$ cat config.mk
export PLATFORM = sky130hd
export DESIGN_NAME = cpu_trace_unit
export DESIGN_NICKNAME = d
export VERILOG_FILES = /design/src/trace_pkg.sv /design/src/trace_cfg_regs.sv /design/src/trace_fifo.sv /design/src/retire_capture.sv /design/src/record_serializer.sv /design/src/cpu_trace_unit.sv
export SDC_FILE = /design/constraint.sdc
export NUM_CORES = 2
export LEC_CHECK = 0
export BUFFER_PORTS_ARGS = -buffer_cell sky130_fd_sc_hd__buf_2
export CORE_UTILIZATION = 50
export CTS_CLUSTER_DIAMETER = 40
export DETAILED_ROUTE_END_ITERATION = 8
export PLACE_DENSITY = 0.72
export RECOVER_POWER = 100
export SLEW_MARGIN = 20
export SYNTH_ARGS = -nofsm -noshare
export SYNTH_HDL_FRONTEND = slang
export SYNTH_SLANG_ARGS = --single-unit
$ cat constraint.sdc
create_clock -name clk -period 14.7 [get_ports clk]
set_input_delay 3.675 -clock clk [delete_from_list [all_inputs] [get_ports clk]]
set_output_delay 3.675 -clock clk [all_outputs]
set_load 0.02 [all_outputs]
$ cat src/trace_pkg.sv
`default_nettype none

package trace_pkg;

    // ##############################
    // Record kinds
    // ##############################

    // The numeric value doubles as the bit index in the kind mask
    typedef enum logic [2:0] {
        REC_INST = 3'd0,
        REC_MEM  = 3'd1,
        REC_REG  = 3'd2,
        REC_CSR  = 3'd3,
        REC_TRAP = 3'd4,
        REC_HALT = 3'd5
    } rec_kind_e;

    localparam int NUM_KINDS = 6;

    // Register addresses of the configuration port
    localparam logic CFG_CTRL  = 1'b0;
    localparam logic CFG_DROPS = 1'b1;

    // ##############################
    // Structures
    // ##############################

    // One cycle of the retirement port as sampled
    typedef struct packed {
        logic        valid;
        logic [1:0]  prv;
        logic        halted;
        logic        mxl64;
        logic [63:0] pc;
        logic [31:0] inst;
        logic        rd_wr;
        logic [4:0]  rd_addr;
        logic [63:0] rd_data;
        logic        len_64;
        logic        csr_wr;
        logic [11:0] csr_addr;
        logic [63:0] csr_data;
        logic        mem_req;
        logic        mem_wr;
        logic [7:0]  mem_byte;
        logic [63:0] mem_addr;
        logic [63:0] mem_rdata;
        logic [63:0] mem_wdata;
        logic        trap_en;
        logic [63:0] mcause;
        logic [63:0] epc;
        logic [63:0] mtval;
    } retire_info_t;

    // Normalized events of one retirement cycle
    typedef struct packed {
        logic [NUM_KINDS-1:0] flags;
        logic [1:0]           prv;
        logic                 dbg;
        logic [63:0]          pc;
        logic [31:0]          inst;
        logic [63:0]          mem_addr;
        logic [63:0]          mem_data;
        logic [7:0]           mem_mask;
        logic                 mem_wr;
        logic [4:0]           rd_addr;
        logic [63:0]          rd_data;
        logic [11:0]          csr_addr;
        logic [63:0]          csr_data;
        logic [63:0]          epc;
        logic [63:0]          mtval;
        logic [31:0]          cause_lo;
        logic                 halt_lvl;
    } trace_bundle_t;

    typedef struct packed {
        rec_kind_e   kind;
        logic [1:0]  prv;
        logic        dbg;
        logic [63:0] addr;
        logic [63:0] data;
        logic [31:0] aux;
    } trace_rec_t;

    typedef struct packed {
        logic                 enable;
        logic [NUM_KINDS-1:0] kind_mask;
    } cfg_t;

endpackage

`default_nettype wire

$ cat src/trace_cfg_regs.sv
`default_nettype none

module trace_cfg_regs (
    input  wire         clk,
    input  wire         arst_n,
    input  wire         cfg_wr,
    input  wire         cfg_addr,
    input  wire  [31:0] cfg_wdata,
    output logic [31:0] cfg_rdata,
    input  wire         drop,
    output trace_pkg::cfg_t cfg
);
    import trace_pkg::*;

    logic [31:0] drops_q;
    logic        wr_ctrl;
    logic        wr_drops;

    assign wr_ctrl  = cfg_wr && (cfg_addr == CFG_CTRL);
    assign wr_drops = cfg_wr && (cfg_addr == CFG_DROPS);

    // Tracing starts disabled but with every kind let through
    always_ff @(posedge clk or negedge arst_n) begin
        if (!arst_n) begin
            cfg.enable    <= 1'b0;
            cfg.kind_mask <= '1;
        end else if (wr_ctrl) begin
            cfg.enable    <= cfg_wdata[0];
            cfg.kind_mask <= cfg_wdata[NUM_KINDS:1];
        end
    end

    // A clear in the same cycle as a drop wins over the increment
    always_ff @(posedge clk or negedge arst_n) begin
        if (!arst_n) begin
            drops_q <= '0;
        end else if (wr_drops) begin
            drops_q <= '0;
        end else if (drop && (drops_q != '1)) begin
            drops_q <= drops_q + 32'd1;
        end
    end

    always_comb begin
        if (cfg_addr == CFG_CTRL) begin
            cfg_rdata = {{(31 - NUM_KINDS){1'b0}}, cfg.kind_mask, cfg.enable};
        end else begin
            cfg_rdata = drops_q;
        end
    end

endmodule

`default_nettype wire

$ cat src/trace_fifo.sv
`default_nettype none

module trace_fifo #(
    parameter int  DEPTH     = 4,
    parameter type payload_t = logic [7:0]
) (
    input  wire           clk,
    input  wire           arst_n,
    input  wire           push,
    input  wire payload_t din,
    input  wire           pop,
    output payload_t      dout,
    output logic          empty,
    output logic          full
);

    localparam int AW = $clog2(DEPTH);

    payload_t    mem [DEPTH];
    logic [AW:0] wr_ptr;
    logic [AW:0] rd_ptr;
    logic        do_push;
    logic        do_pop;

    // The extra top bit tells a full FIFO from an empty one
    assign empty = (wr_ptr == rd_ptr);
    assign full  = (wr_ptr[AW] != rd_ptr[AW]) && (wr_ptr[AW-1:0] == rd_ptr[AW-1:0]);

    assign do_push = push && !full;
    assign do_pop  = pop && !empty;

    // Head is visible before it is popped
    assign dout = mem[rd_ptr[AW-1:0]];

    always_ff @(posedge clk) begin
        if (do_push) begin
            mem[wr_ptr[AW-1:0]] <= din;
        end
    end

    always_ff @(posedge clk or negedge arst_n) begin
        if (!arst_n) begin
            wr_ptr <= '0;
            rd_ptr <= '0;
        end else begin
            if (do_push) wr_ptr <= wr_ptr + 1'b1;
            if (do_pop) rd_ptr <= rd_ptr + 1'b1;
        end
    end

    a_no_overflow: assert property (
        @(posedge clk) disable iff (!arst_n) !(push && full)
    ) else $error("push into a full FIFO");

    a_no_underflow: assert property (
        @(posedge clk) disable iff (!arst_n) !(pop && empty)
    ) else $error("pop from an empty FIFO");

endmodule

`default_nettype wire

$ cat src/retire_capture.sv
`default_nettype none

module retire_capture (
    input  wire         clk,
    input  wire         arst_n,
    input  wire         valid,
    input  wire         mxl64,
    input  wire         len_64,
    input  wire  [63:0] pc,
    input  wire  [63:0] epc,
    input  wire  [31:0] inst,
    input  wire  [1:0]  prv,
    input  wire         rd_wr,
    input  wire  [4:0]  rd_addr,
    input  wire  [63:0] rd_data,
    input  wire         csr_wr,
    input  wire  [11:0] csr_waddr,
    input  wire  [63:0] csr_wdata,
    input  wire  [63:0] mem_addr,
    input  wire         mem_req,
    input  wire         mem_wr,
    input  wire  [7:0]  mem_byte,
    input  wire  [63:0] mem_rdata,
    input  wire  [63:0] mem_wdata,
    input  wire         trap_en,
    input  wire  [63:0] mcause,
    input  wire  [63:0] mtval,
    input  wire         halted,
    input  wire trace_pkg::cfg_t cfg,
    input  wire         bundle_full,
    output logic        bundle_push,
    output trace_pkg::trace_bundle_t bundle,
    output logic        drop
);
    import trace_pkg::*;

    retire_info_t         info_q;
    logic                 halted_prev_q;
    logic [NUM_KINDS-1:0] raw_flags;
    logic [63:0]          mem_src;

    // ##############################
    // Port sampling
    // ##############################

    always_ff @(posedge clk or negedge arst_n) begin
        if (!arst_n) begin
            info_q        <= '0;
            halted_prev_q <= 1'b0;
        end else begin
            info_q <= '{valid: valid, prv: prv, halted: halted, mxl64: mxl64, pc: pc,
                        inst: inst, rd_wr: rd_wr, rd_addr: rd_addr, rd_data: rd_data,
                        len_64: len_64, csr_wr: csr_wr, csr_addr: csr_waddr,
                        csr_data: csr_wdata, mem_req: mem_req, mem_wr: mem_wr,
                        mem_byte: mem_byte, mem_addr: mem_addr, mem_rdata: mem_rdata,
                        mem_wdata: mem_wdata, trap_en: trap_en, mcause: mcause,
                        epc: epc, mtval: mtval};
            halted_prev_q <= info_q.halted;
        end
    end

    // ##############################
    // Normalization
    // ##############################

    assign mem_src = info_q.mem_wr ? info_q.mem_wdata : info_q.mem_rdata;

    always_comb begin
        raw_flags[REC_INST] = info_q.valid;
        raw_flags[REC_MEM]  = info_q.valid && info_q.mem_req;
        raw_flags[REC_REG]  = info_q.rd_wr;
        raw_flags[REC_CSR]  = info_q.csr_wr;
        raw_flags[REC_TRAP] = info_q.trap_en;
        raw_flags[REC_HALT] = info_q.halted ^ halted_prev_q;

        bundle.flags = raw_flags & cfg.kind_mask & {NUM_KINDS{cfg.enable}};
        bundle.prv   = info_q.prv;
        bundle.dbg   = info_q.halted;
        bundle.pc    = info_q.mxl64 ? info_q.pc : {32'b0, info_q.pc[31:0]};
        // Compressed encodings only occupy the low half
        bundle.inst  = (info_q.inst[1:0] == 2'b11) ? info_q.inst
                                                   : {16'b0, info_q.inst[15:0]};

        bundle.mem_addr = info_q.mem_addr & ~64'h3;
        for (int i = 0; i < 8; i++) begin
            bundle.mem_data[8*i +: 8] = info_q.mem_byte[i] ? mem_src[8*i +: 8] : 8'h00;
        end
        bundle.mem_mask = info_q.mem_byte;
        bundle.mem_wr   = info_q.mem_wr;

        bundle.rd_addr = info_q.rd_addr;
        if (info_q.rd_addr == 5'd0) begin
            bundle.rd_data = '0;
        end else if (!info_q.mxl64) begin
            bundle.rd_data = {32'b0, info_q.rd_data[31:0]};
        end else if (!info_q.len_64) begin
            bundle.rd_data = {{32{info_q.rd_data[31]}}, info_q.rd_data[31:0]};
        end else begin
            bundle.rd_data = info_q.rd_data;
        end

        bundle.csr_addr = info_q.csr_addr;
        bundle.csr_data = info_q.csr_data;
        bundle.epc      = info_q.epc;
        bundle.mtval    = info_q.mtval;
        bundle.cause_lo = info_q.mcause[31:0];
        bundle.halt_lvl = info_q.halted;
    end

    // Whole bundles are dropped so that a retirement is never split
    assign bundle_push = (|bundle.flags) && !bundle_full;
    assign drop        = (|bundle.flags) && bundle_full;

endmodule

`default_nettype wire

$ cat src/record_serializer.sv
`default_nettype none

module record_serializer (
    input  wire  clk,
    input  wire  arst_n,
    input  wire  bundle_empty,
    input  wire trace_pkg::trace_bundle_t bundle,
    output logic bundle_pop,
    input  wire  rec_full,
    output logic rec_push,
    output trace_pkg::trace_rec_t rec
);
    import trace_pkg::*;

    trace_bundle_t        hold_q;
    logic [NUM_KINDS-1:0] pend_q;
    logic [2:0]           kind_idx;

    // Next bundle is taken only after every record of the current one left
    assign bundle_pop = !bundle_empty && (pend_q == '0);
    assign rec_push   = (pend_q != '0) && !rec_full;

    // Lowest pending kind goes first
    always_comb begin
        kind_idx = 3'd0;
        for (int i = NUM_KINDS - 1; i >= 0; i--) begin
            if (pend_q[i]) kind_idx = 3'(i);
        end
    end

    always_ff @(posedge clk) begin
        if (bundle_pop) begin
            hold_q <= bundle;
        end
    end

    always_ff @(posedge clk or negedge arst_n) begin
        if (!arst_n) begin
            pend_q <= '0;
        end else if (bundle_pop) begin
            pend_q <= bundle.flags;
        end else if (rec_push) begin
            // Clears exactly the lowest set bit
            pend_q <= pend_q & (pend_q - 1'b1);
        end
    end

    // ##############################
    // Record field mapping
    // ##############################

    always_comb begin
        rec.kind = rec_kind_e'(kind_idx);
        rec.prv  = hold_q.prv;
        rec.dbg  = hold_q.dbg;
        rec.addr = '0;
        rec.data = '0;
        rec.aux  = '0;
        case (rec_kind_e'(kind_idx))
            REC_INST: begin
                rec.addr = hold_q.pc;
                rec.aux  = hold_q.inst;
            end
            REC_MEM: begin
                rec.addr = hold_q.mem_addr;
                rec.data = hold_q.mem_data;
                rec.aux  = {23'b0, hold_q.mem_wr, hold_q.mem_mask};
            end
            REC_REG: begin
                rec.data = hold_q.rd_data;
                rec.aux  = {27'b0, hold_q.rd_addr};
            end
            REC_CSR: begin
                rec.data = hold_q.csr_data;
                rec.aux  = {20'b0, hold_q.csr_addr};
            end
            REC_TRAP: begin
                rec.addr = hold_q.epc;
                rec.data = hold_q.mtval;
                rec.aux  = hold_q.cause_lo;
            end
            REC_HALT: rec.data = {63'b0, hold_q.halt_lvl};
            default: ;
        endcase
    end

    // The emitted kind is pending and no lower kind is still waiting
    a_lowest_kind_first: assert property (
        @(posedge clk) disable iff (!arst_n)
        rec_push |-> pend_q[kind_idx] &&
                     ((pend_q & ((NUM_KINDS'(1) << kind_idx) - 1'b1)) == '0)
    ) else $error("emitted record is not the lowest pending kind");

endmodule

`default_nettype wire

$ cat src/cpu_trace_unit.sv
`default_nettype none

module cpu_trace_unit #(
    parameter int BUNDLE_DEPTH = 4,
    parameter int REC_DEPTH    = 8
) (
    input  wire         clk,
    input  wire         arst_n,
    input  wire         valid,
    input  wire         mxl64,
    input  wire         len_64,
    input  wire  [63:0] pc,
    input  wire  [63:0] epc,
    input  wire  [31:0] inst,
    input  wire  [1:0]  prv,
    input  wire         rd_wr,
    input  wire  [4:0]  rd_addr,
    input  wire  [63:0] rd_data,
    input  wire         csr_wr,
    input  wire  [11:0] csr_waddr,
    input  wire  [63:0] csr_wdata,
    input  wire  [63:0] mem_addr,
    input  wire         mem_req,
    input  wire         mem_wr,
    input  wire  [7:0]  mem_byte,
    input  wire  [63:0] mem_rdata,
    input  wire  [63:0] mem_wdata,
    input  wire         trap_en,
    input  wire  [63:0] mcause,
    input  wire  [63:0] mtval,
    input  wire         halted,
    input  wire         cfg_wr,
    input  wire         cfg_addr,
    input  wire  [31:0] cfg_wdata,
    output logic [31:0] cfg_rdata,
    output trace_pkg::trace_rec_t trace_rec,
    output logic        trace_empty,
    input  wire         trace_pop
);
    import trace_pkg::*;

    cfg_t          cfg;
    logic          drop;
    logic          bundle_push;
    trace_bundle_t bundle_in;
    trace_bundle_t bundle_head;
    logic          bundle_empty;
    logic          bundle_full;
    logic          bundle_pop;
    logic          rec_push;
    trace_rec_t    rec_in;
    logic          rec_full;

    trace_cfg_regs i_trace_cfg_regs (
        .clk       (clk),
        .arst_n    (arst_n),
        .cfg_wr    (cfg_wr),
        .cfg_addr  (cfg_addr),
        .cfg_wdata (cfg_wdata),
        .cfg_rdata (cfg_rdata),
        .drop      (drop),
        .cfg       (cfg)
    );

    retire_capture i_retire_capture (
        .clk         (clk),
        .arst_n      (arst_n),
        .valid       (valid),
        .mxl64       (mxl64),
        .len_64      (len_64),
        .pc          (pc),
        .epc         (epc),
        .inst        (inst),
        .prv         (prv),
        .rd_wr       (rd_wr),
        .rd_addr     (rd_addr),
        .rd_data     (rd_data),
        .csr_wr      (csr_wr),
        .csr_waddr   (csr_waddr),
        .csr_wdata   (csr_wdata),
        .mem_addr    (mem_addr),
        .mem_req     (mem_req),
        .mem_wr      (mem_wr),
        .mem_byte    (mem_byte),
        .mem_rdata   (mem_rdata),
        .mem_wdata   (mem_wdata),
        .trap_en     (trap_en),
        .mcause      (mcause),
        .mtval       (mtval),
        .halted      (halted),
        .cfg         (cfg),
        .bundle_full (bundle_full),
        .bundle_push (bundle_push),
        .bundle      (bundle_in),
        .drop        (drop)
    );

    trace_fifo #(
        .DEPTH     (BUNDLE_DEPTH),
        .payload_t (trace_bundle_t)
    ) i_bundle_fifo (
        .clk    (clk),
        .arst_n (arst_n),
        .push   (bundle_push),
        .din    (bundle_in),
        .pop    (bundle_pop),
        .dout   (bundle_head),
        .empty  (bundle_empty),
        .full   (bundle_full)
    );

    record_serializer i_record_serializer (
        .clk          (clk),
        .arst_n       (arst_n),
        .bundle_empty (bundle_empty),
        .bundle       (bundle_head),
        .bundle_pop   (bundle_pop),
        .rec_full     (rec_full),
        .rec_push     (rec_push),
        .rec          (rec_in)
    );

    trace_fifo #(
        .DEPTH     (REC_DEPTH),
        .payload_t (trace_rec_t)
    ) i_rec_fifo (
        .clk    (clk),
        .arst_n (arst_n),
        .push   (rec_push),
        .din    (rec_in),
        .pop    (trace_pop),
        .dout   (trace_rec),
        .empty  (trace_empty),
        .full   (rec_full)
    );

endmodule

`default_nettype wire

# Word level (Yosys, flattened, before mapping)
# Memories as Yosys holds them, arrays and structs flattened.
# Cells that the tools add are included.
[op_classes]
shifts = 0
multipliers = 0
n_addsub = 6
reduce_logical = 25
bitwise_logic = 5
magnitude_cmp = 0
div = 0
n_eq_ne = 13
n_mux = 32
[op_table]
columns = ["operator", "n"]
rows = [
  ["two-way mux 64 bit", 5],
  ["one-hot mux 64 bit (5 select lines)", 1],
  ["one-hot mux 64 bit (3 select lines)", 1],
  ["one-hot mux 32 bit (5 select lines)", 1],
  ["two-way mux 32 bit", 4],
  ["two-way mux 8 bit", 8],
  ["adder 32 x 1 -> 32 bit, second input constant", 1],
  ["inequality test 32 bit, second input constant", 1],
  ["bitwise AND 6 bit", 3],
  ["two-way mux 3 bit", 6],
  ["logical AND 1 bit", 14],
  ["two-way mux 6 bit", 2],
  ["adder 4 x 1 -> 4 bit, second input constant", 2],
  ["adder 3 x 1 -> 3 bit, second input constant", 2],
  ["equality test 3 x 2 -> 1 bit, second input constant", 2],
  ["equality test 3 bit", 2],
  ["equality test 3 bit, second input constant", 2],
  ["zero test 6 bit", 1],
  ["nonzero test 6 bit", 1],
  ["OR reduction 6 bit", 1],
  ["subtractor 6 x 1 -> 6 bit, second input constant", 1],
  ["zero test 5 bit", 1],
  ["equality test 4 bit", 1],
  ["zero test 1 bit", 4],
  ["other kinds (9)", 14],
]
[totals]
ram_bits = 3512
rom_bits = 0
inputBits = 681
latchBits = 0
wordCells = 131
out_inout_bits = 199
reg_bits = 1214
n_memories = 2
[mem_list]
columns = ["name", "depth", "width", "read_ports", "rd_ports_with_merged_regs", "wr", "line", "text"]
rows = [
  ["i_bundle_fifo.mem", 4, 546, 1, 0, 1, "trace_fifo.sv:19", "payload_t mem [DEPTH];"],
  ["i_rec_fifo.mem", 8, 166, 1, 0, 1, "trace_fifo.sv:19", ""],
]

# Logic depth before layout (Yosys ltp)
[logic_depth]
ltp_word = 8
mapped_depth = 10
ltp_nobuf = 7

# Hierarchy
# From an unflattened synthesis, not the netlist that was laid out.
[hier_totals]
hier_cells = 7474
hier_area_um2 = 172033.7
[modules_own_cells]
columns = ["mod", "area_each_um2", "seq_area_each_um2", "cells_per_inst", "instances"]
rows = [
  ["trace_fifo at i_bundle_fifo", 79455.0, 65973.3, 2911, 1],
  ["trace_fifo at i_rec_fifo", 50260.7, 40078.4, 1978, 1],
  ["retire_capture", 20134.3, 15289.7, 1292, 1],
  ["record_serializer", 19902.8, 16425.8, 1046, 1],
  ["trace_cfg_regs", 2280.9, 983.4, 247, 1],
]

# Least setup slack after synthesis
# No wires, ideal clock.
[synth_timing]
path_type = "reg-to-reg"
startpoint = "reg i_bundle_fifo.rd_ptr[0]"
endpoint = "mem i_bundle_fifo.mem[3][100] (netlist bit) (enable)"
required_ns = 13.717
t_arrival_ns = 13.626
path_slack_ns = 0.091
stages_incl_launch_ff = 6
synth_period_minus_slack_ns = 14.609
setup_ns = 0.983
n_path_buf = 1
path_cell_list = "dfrtp_1 -> clkbuf_1 -> xor2_1 -> or3_4 -> a21boi_1 -> and2_1"
[synth_via]
elab_chain_cells = 7
[synth_lines]
columns = ["item", "line", "text"]
rows = [
  ["start: declaration", "trace_fifo.sv:21", "logic [AW:0] rd_ptr;"],
  ["start signal: assignment", "trace_fifo.sv:47", "if (do_pop) rd_ptr <= rd_ptr + 1'b1;"],
  ["equality test 2 bit (*)", "trace_fifo.sv:27", "assign full = (wr_ptr[AW] != rd_ptr[AW]) && (wr_ptr[AW-1:0] == rd_ptr[AW-1:0]);"],
  ["logical AND 1 bit (*)", "trace_fifo.sv:27", ""],
  ["zero test 1 bit (*)", "trace_fifo.sv:29, retire_capture.sv:111", ""],
  ["logical AND 1 bit", "retire_capture.sv:111", "assign bundle_push = (|bundle.flags) && !bundle_full;"],
  ["logical AND 1 bit (*)", "trace_fifo.sv:29", "assign do_push = push && !full;"],
  ["two-way mux 1 bit (*)", "trace_fifo.sv:36", "if (do_push) begin"],
  ["two-way mux 1 bit (not written as such) (*)", "trace_fifo.sv:37", "mem[wr_ptr[AW-1:0]] <= din;"],
  ["end: declaration", "trace_fifo.sv:19", ""],
]
# Every way passes the cells marked *; elsewhere a longest branch is shown, timed or not.

# Final worst setup path
[layout_timing]
startpoint = "reg i_bundle_fifo.rd_ptr[1]"
endpoint = "mem i_bundle_fifo.mem[2][494] (netlist bit) (enable)"
# The elaborated chain is that of the path after synthesis.

==> results.py <==
metrics = {
    "run_status": {
        "status": "finished, violations left",
        "failed_checks": "max-capacitance violations, max-slew violations",
    },
    "routing": {
        "wl_met3_um": 34200,
        "via_per_inst": 5.85,
        "wl_um": 388000,
        "wire_per_inst_um": 29.3,
        "drt-met1-wl_um": 150000,
        "wl_met2_um": 191000,
        "drc": 0,
        "dr.pass1.iters": 6,
        "drt_iter0_drc": 7262,
        "vias": 77410,
        "drt.antenna.violating_nets": 0,
        "maxUsedRoutingLayer": "met5",
    },
    "sta": {
        "slew_violations": 3027,
        "max_slew_margin": -3.92,
        "final_hold_viol_count": 0,
        "fin_crit_ns": 11.07,
        "postLayoutSetupSlackWorst_ns": 3.63,
        "setup_tns_ns": 0,
        "tightest_slew_ns": 7.38,
        "fin_worst_skew_ns": 0.0809,
        "setup_violations": 0,
        "fmax_mhz": 90.3,
        "finalCritPeriodShare": 0.753,
        "rsz0062_at_grt": "false",
    },
    "clock_network": {
        "ctsResizeCount": 0,
        "numCtsBuffers": 544,
        "clk_path_buf_depth": 4,
        "cts_num_sinks": 4717,
        "hold_buffers": 0,
        "htree_num_levels": 6,
        "cts-root-buf": "clkbuf_16",
        "clk_latency_ns": 1.02,
        "cts_tree": "built",
        "clkTransAtPathRegs_ns": 0.06,
        "cts_setup_buffers": 0,
    },
    "grt": {
        "grt_pass1_vias": 81104,
        "overflow": 0,
        "grtUsageTotal": 0.228,
        "grt_max_degree": 146,
        "grt_first_pass_wirelength_um": 559000,
        "antenna_found_initial": 67,
    },
    "worst_setup_path": {
        "critPathArrivalTime_ns": 11.68,
        "worstSetupStartpointType": "flop",
        "worst-path-buf-inv": 4,
        "cp_num_cells": 8,
        "r2r-start": "i_bundle_fifo.rd_ptr[1]$_DFFE_PN0P_",
        "crit_top_cell": "buf_4",
        "r2r_cells": 8,
        "max_stage_delay_ns": 2.29,
        "cp_top_family": "buffers and inverters",
        "path_cells": "xor2_1, or3_1, a21boi_0, and2_0, clkbuf_1, buf_4, buf_4, buf_4",
        "reg2reg_to": "i_bundle_fifo.mem[2][494]$_DFFE_PP_",
        "worst_ep_required_time_ns": 15.31,
        "critPathMaxFanout": 62,
        "reg2reg_slack_ns": 3.63,
        "cp_slowest_cell": "clkbuf_1",
        "worst-setup-path-type": "flop to flop",
        "worstSetupEndpointType": "flop",
    },
    "pwr": {
        "ir_drop_v": 0.000211,
        "power.total_uw": 47000,
        "p_comb_frac": 0.253,
        "pwr-share-seq": 0.452,
        "swShare": 0.306,
        "p_sw_uw": 14400,
        "p_int_uw": 32700,
        "powerDensity_mw_per_mm2": 240,
        "power_frac_clock": 0.295,
        "p_leak_uw": 0.0668,
    },
    "placement": {
        "dp_hpwl_um": 216000,
        "dp_slack_ns": 6.28,
        "gp_congestion": 0.813,
        "numPortBuffers": 820,
    },
    "final_layout": {
        "fin_util": 0.588,
        "area_delta_synth_final_pct": 16.7,
        "layout.area.seq_mm2": 0.138,
        "final_layout_size_suffix_gt1_frac": 0.284,
        "multi_input_area_mm2": 0.0287,
        "num-nets-final": 9022,
        "fillers": 23129,
    },
    "logic_synthesis": {
        "ys_warn_count": 0,
        "synthArstFlopShare": 0.142,
        "ys_types": 51,
        "syn_area_mm2": 0.168,
        "syn_avg_cell_area_um2": 23.6,
        "synth_flop_cell": "edfxtp_1",
        "ys_seq_area_frac": 0.822,
        "synth_edf_count": 4047,
        "syn-num-nets": 7835,
        "synthCells": 7146,
        "ys_ff_latch": 4717,
    },
    "floorplanning": {
        "die_y_um": 582,
        "num_rows": 212,
        "ios": 880,
        "core_area_mm2": 0.334,
        "die_w_um": 582,
        "die-area_mm2": 0.339,
        "start_util": 0.504,
    },
    "worst_hold_path": {
        "hp-class": "flop to flop",
        "whs_endpoint": "i_bundle_fifo.mem[3][152]$_DFFE_PP_",
        "hp-start": "i_retire_capture.bundle[152]$_DFF_PN0_",
        "hold_depth": 0,
    },
    "flow_run": {
        "maxCapViolations": 76,
    },
}
-- per-stage QoR --
step           area (um2)  hold slack [ns]  std cells
2_1_floorplan      168000            0.432       7146
3_3_place_gp       178000            0.460      12172
3_5_place_dp       178000            0.472      12173
4_1_cts            197000            0.447      13179
5_1_grt            196000            0.468      13227
6_report           196000            0.449      13241
-- layer usage --
layer	track usage	vias up
li1	-	31871
met3	0.0486	659
met4	0.0754	36
met1	0.311	41331
met2	0.370	3513
met5	0	-
-- synth_stat cells (2+ instances only) --
cell / count / area, um2
xnor2_1: 9 / 78.8
a21oi_1: 78 / 390
a21o_1: 2 / 15.0
and2_1: 65 / 407
mux2_2: 210 / 2360
dfrtp_1: 664 / 16600
nand4b_1: 3 / 26.3
a221o_1: 4 / 40.0
ha_1: 8 / 100
inv_1: 9 / 33.8
buf_2: 91 / 455
a211oi_1: 2 / 15.0
nand3_1: 14 / 70.1
nor2b_1: 99 / 619
mux4_2: 877 / 19800
a222oi_1: 29 / 290
o2bb2ai_1: 2 / 17.5
and3_1: 32 / 200
nor2_1: 73 / 274
edfxtp_1: 4047 / 122000
buf_1: 70 / 263
a22oi_1: 36 / 270
o21ai_1: 46 / 230
or4_1: 2 / 15.0
xor2_1: 33 / 289
inv_2: 2 / 7.51
clkbuf_1: 154 / 578
nand4_1: 17 / 106
o21ai_0: 70 / 350
a2111oi_4: 2 / 55.1
a22o_1: 5 / 43.8
nand2_1: 182 / 683
and4_1: 5 / 43.8
nand2b_1: 5 / 31.3
nor3_1: 5 / 25.0
or3_1: 5 / 31.3
mux2i_1: 170 / 1700
dfstp_2: 6 / 158
-- registers in the layout (all words and copies together) (netlist names), 4 cells and up --
register,flops
i_trace_cfg_regs.cfg,7
i_bundle_fifo.mem,2180
i_record_serializer.pend_q,6
i_rec_fifo.rd_ptr,4
i_rec_fifo.wr_ptr,4
i_rec_fifo.mem,1328
i_retire_capture.info_q,295
i_record_serializer.hold_q,537
i_retire_capture.bundle,315
i_trace_cfg_regs.drops_q,32
-- power groups by stage --
stage,logic [uW],registers (uW),clock network [uW]
2_1_floorplan,7770,22200,0
3_3_place_gp,11900,21000,0
3_5_place_dp,12100,21300,0
4_1_cts,12200,21100,14100
5_1_grt,12600,21500,14600
6_report,11900,21300,13900
-- logic make-up after synthesis --
logic type | share of synthesized area
DFF | 0.822
buffers and inverters | 0.00795
xor gates and xnor gates | 0.00219
muxes | 0.142
AOI/OAI and AO/OA | 0.0105
and+or+nand+nor | 0.0155
adders and majority gates | 0.000595
-- worst max path at each step --
stage                                                    from                             endpoint  slack [ns]
after floorplan           i_bundle_fifo.rd_ptr[0]$_DFFE_PN0P_  i_bundle_fifo.mem[3][100]$_DFFE_PP_        0.09
after detailed placement                             cfg_addr                         cfg_rdata[0]        6.28
after CTS                    i_rec_fifo.rd_ptr[0]$_DFFE_PN0P_                        trace_rec[66]        6.06
after global placement                               cfg_addr                         cfg_rdata[0]        6.32
after global routing         i_rec_fifo.rd_ptr[0]$_DFFE_PN0P_     i_rec_fifo.mem[1][133]$_DFFE_PP_        3.10
final                     i_bundle_fifo.rd_ptr[1]$_DFFE_PN0P_  i_bundle_fifo.mem[2][494]$_DFFE_PP_        3.63
-- layout make-up --
| class | instances | share of cell area |
|---|---|---|
| antenna | 61 | 0.000777 |
| clock buffer | 677 | 0.0747 |
| clock inverter | 329 | 0.0221 |
| inverter | 11 | 0.000248 |
| multi-input combinational | 2103 | 0.146 |
| sequential | 4717 | 0.704 |
| tap | 4387 | 0.0279 |
| timing repair buffer | 956 | 0.0240 |
-- worst reg2reg max path, cell delays in order, from the launching register on --
cell and delay (ns):
dfrtp_1 2.11, xor2_1 0.24, or3_1 0.46, a21boi_0 1.30
and2_0 1.43, clkbuf_1 2.31, buf_4 0.97, buf_4 0.94
buf_4 0.89
-- layout by cell type, fill, tap and decap left out, types with 99 or more instances in the layout --
cell / count
o21ai_0: 114
edfxtp_1: 4047
mux2i_1: 170
clkbuf_1: 436
clkbuf_16: 554
buf_2: 531
nor2b_1: 99
mux4_2: 877
dfrtp_1: 659
nand2_1: 182
mux2_2: 118
(Power assumes the default switching activity.)
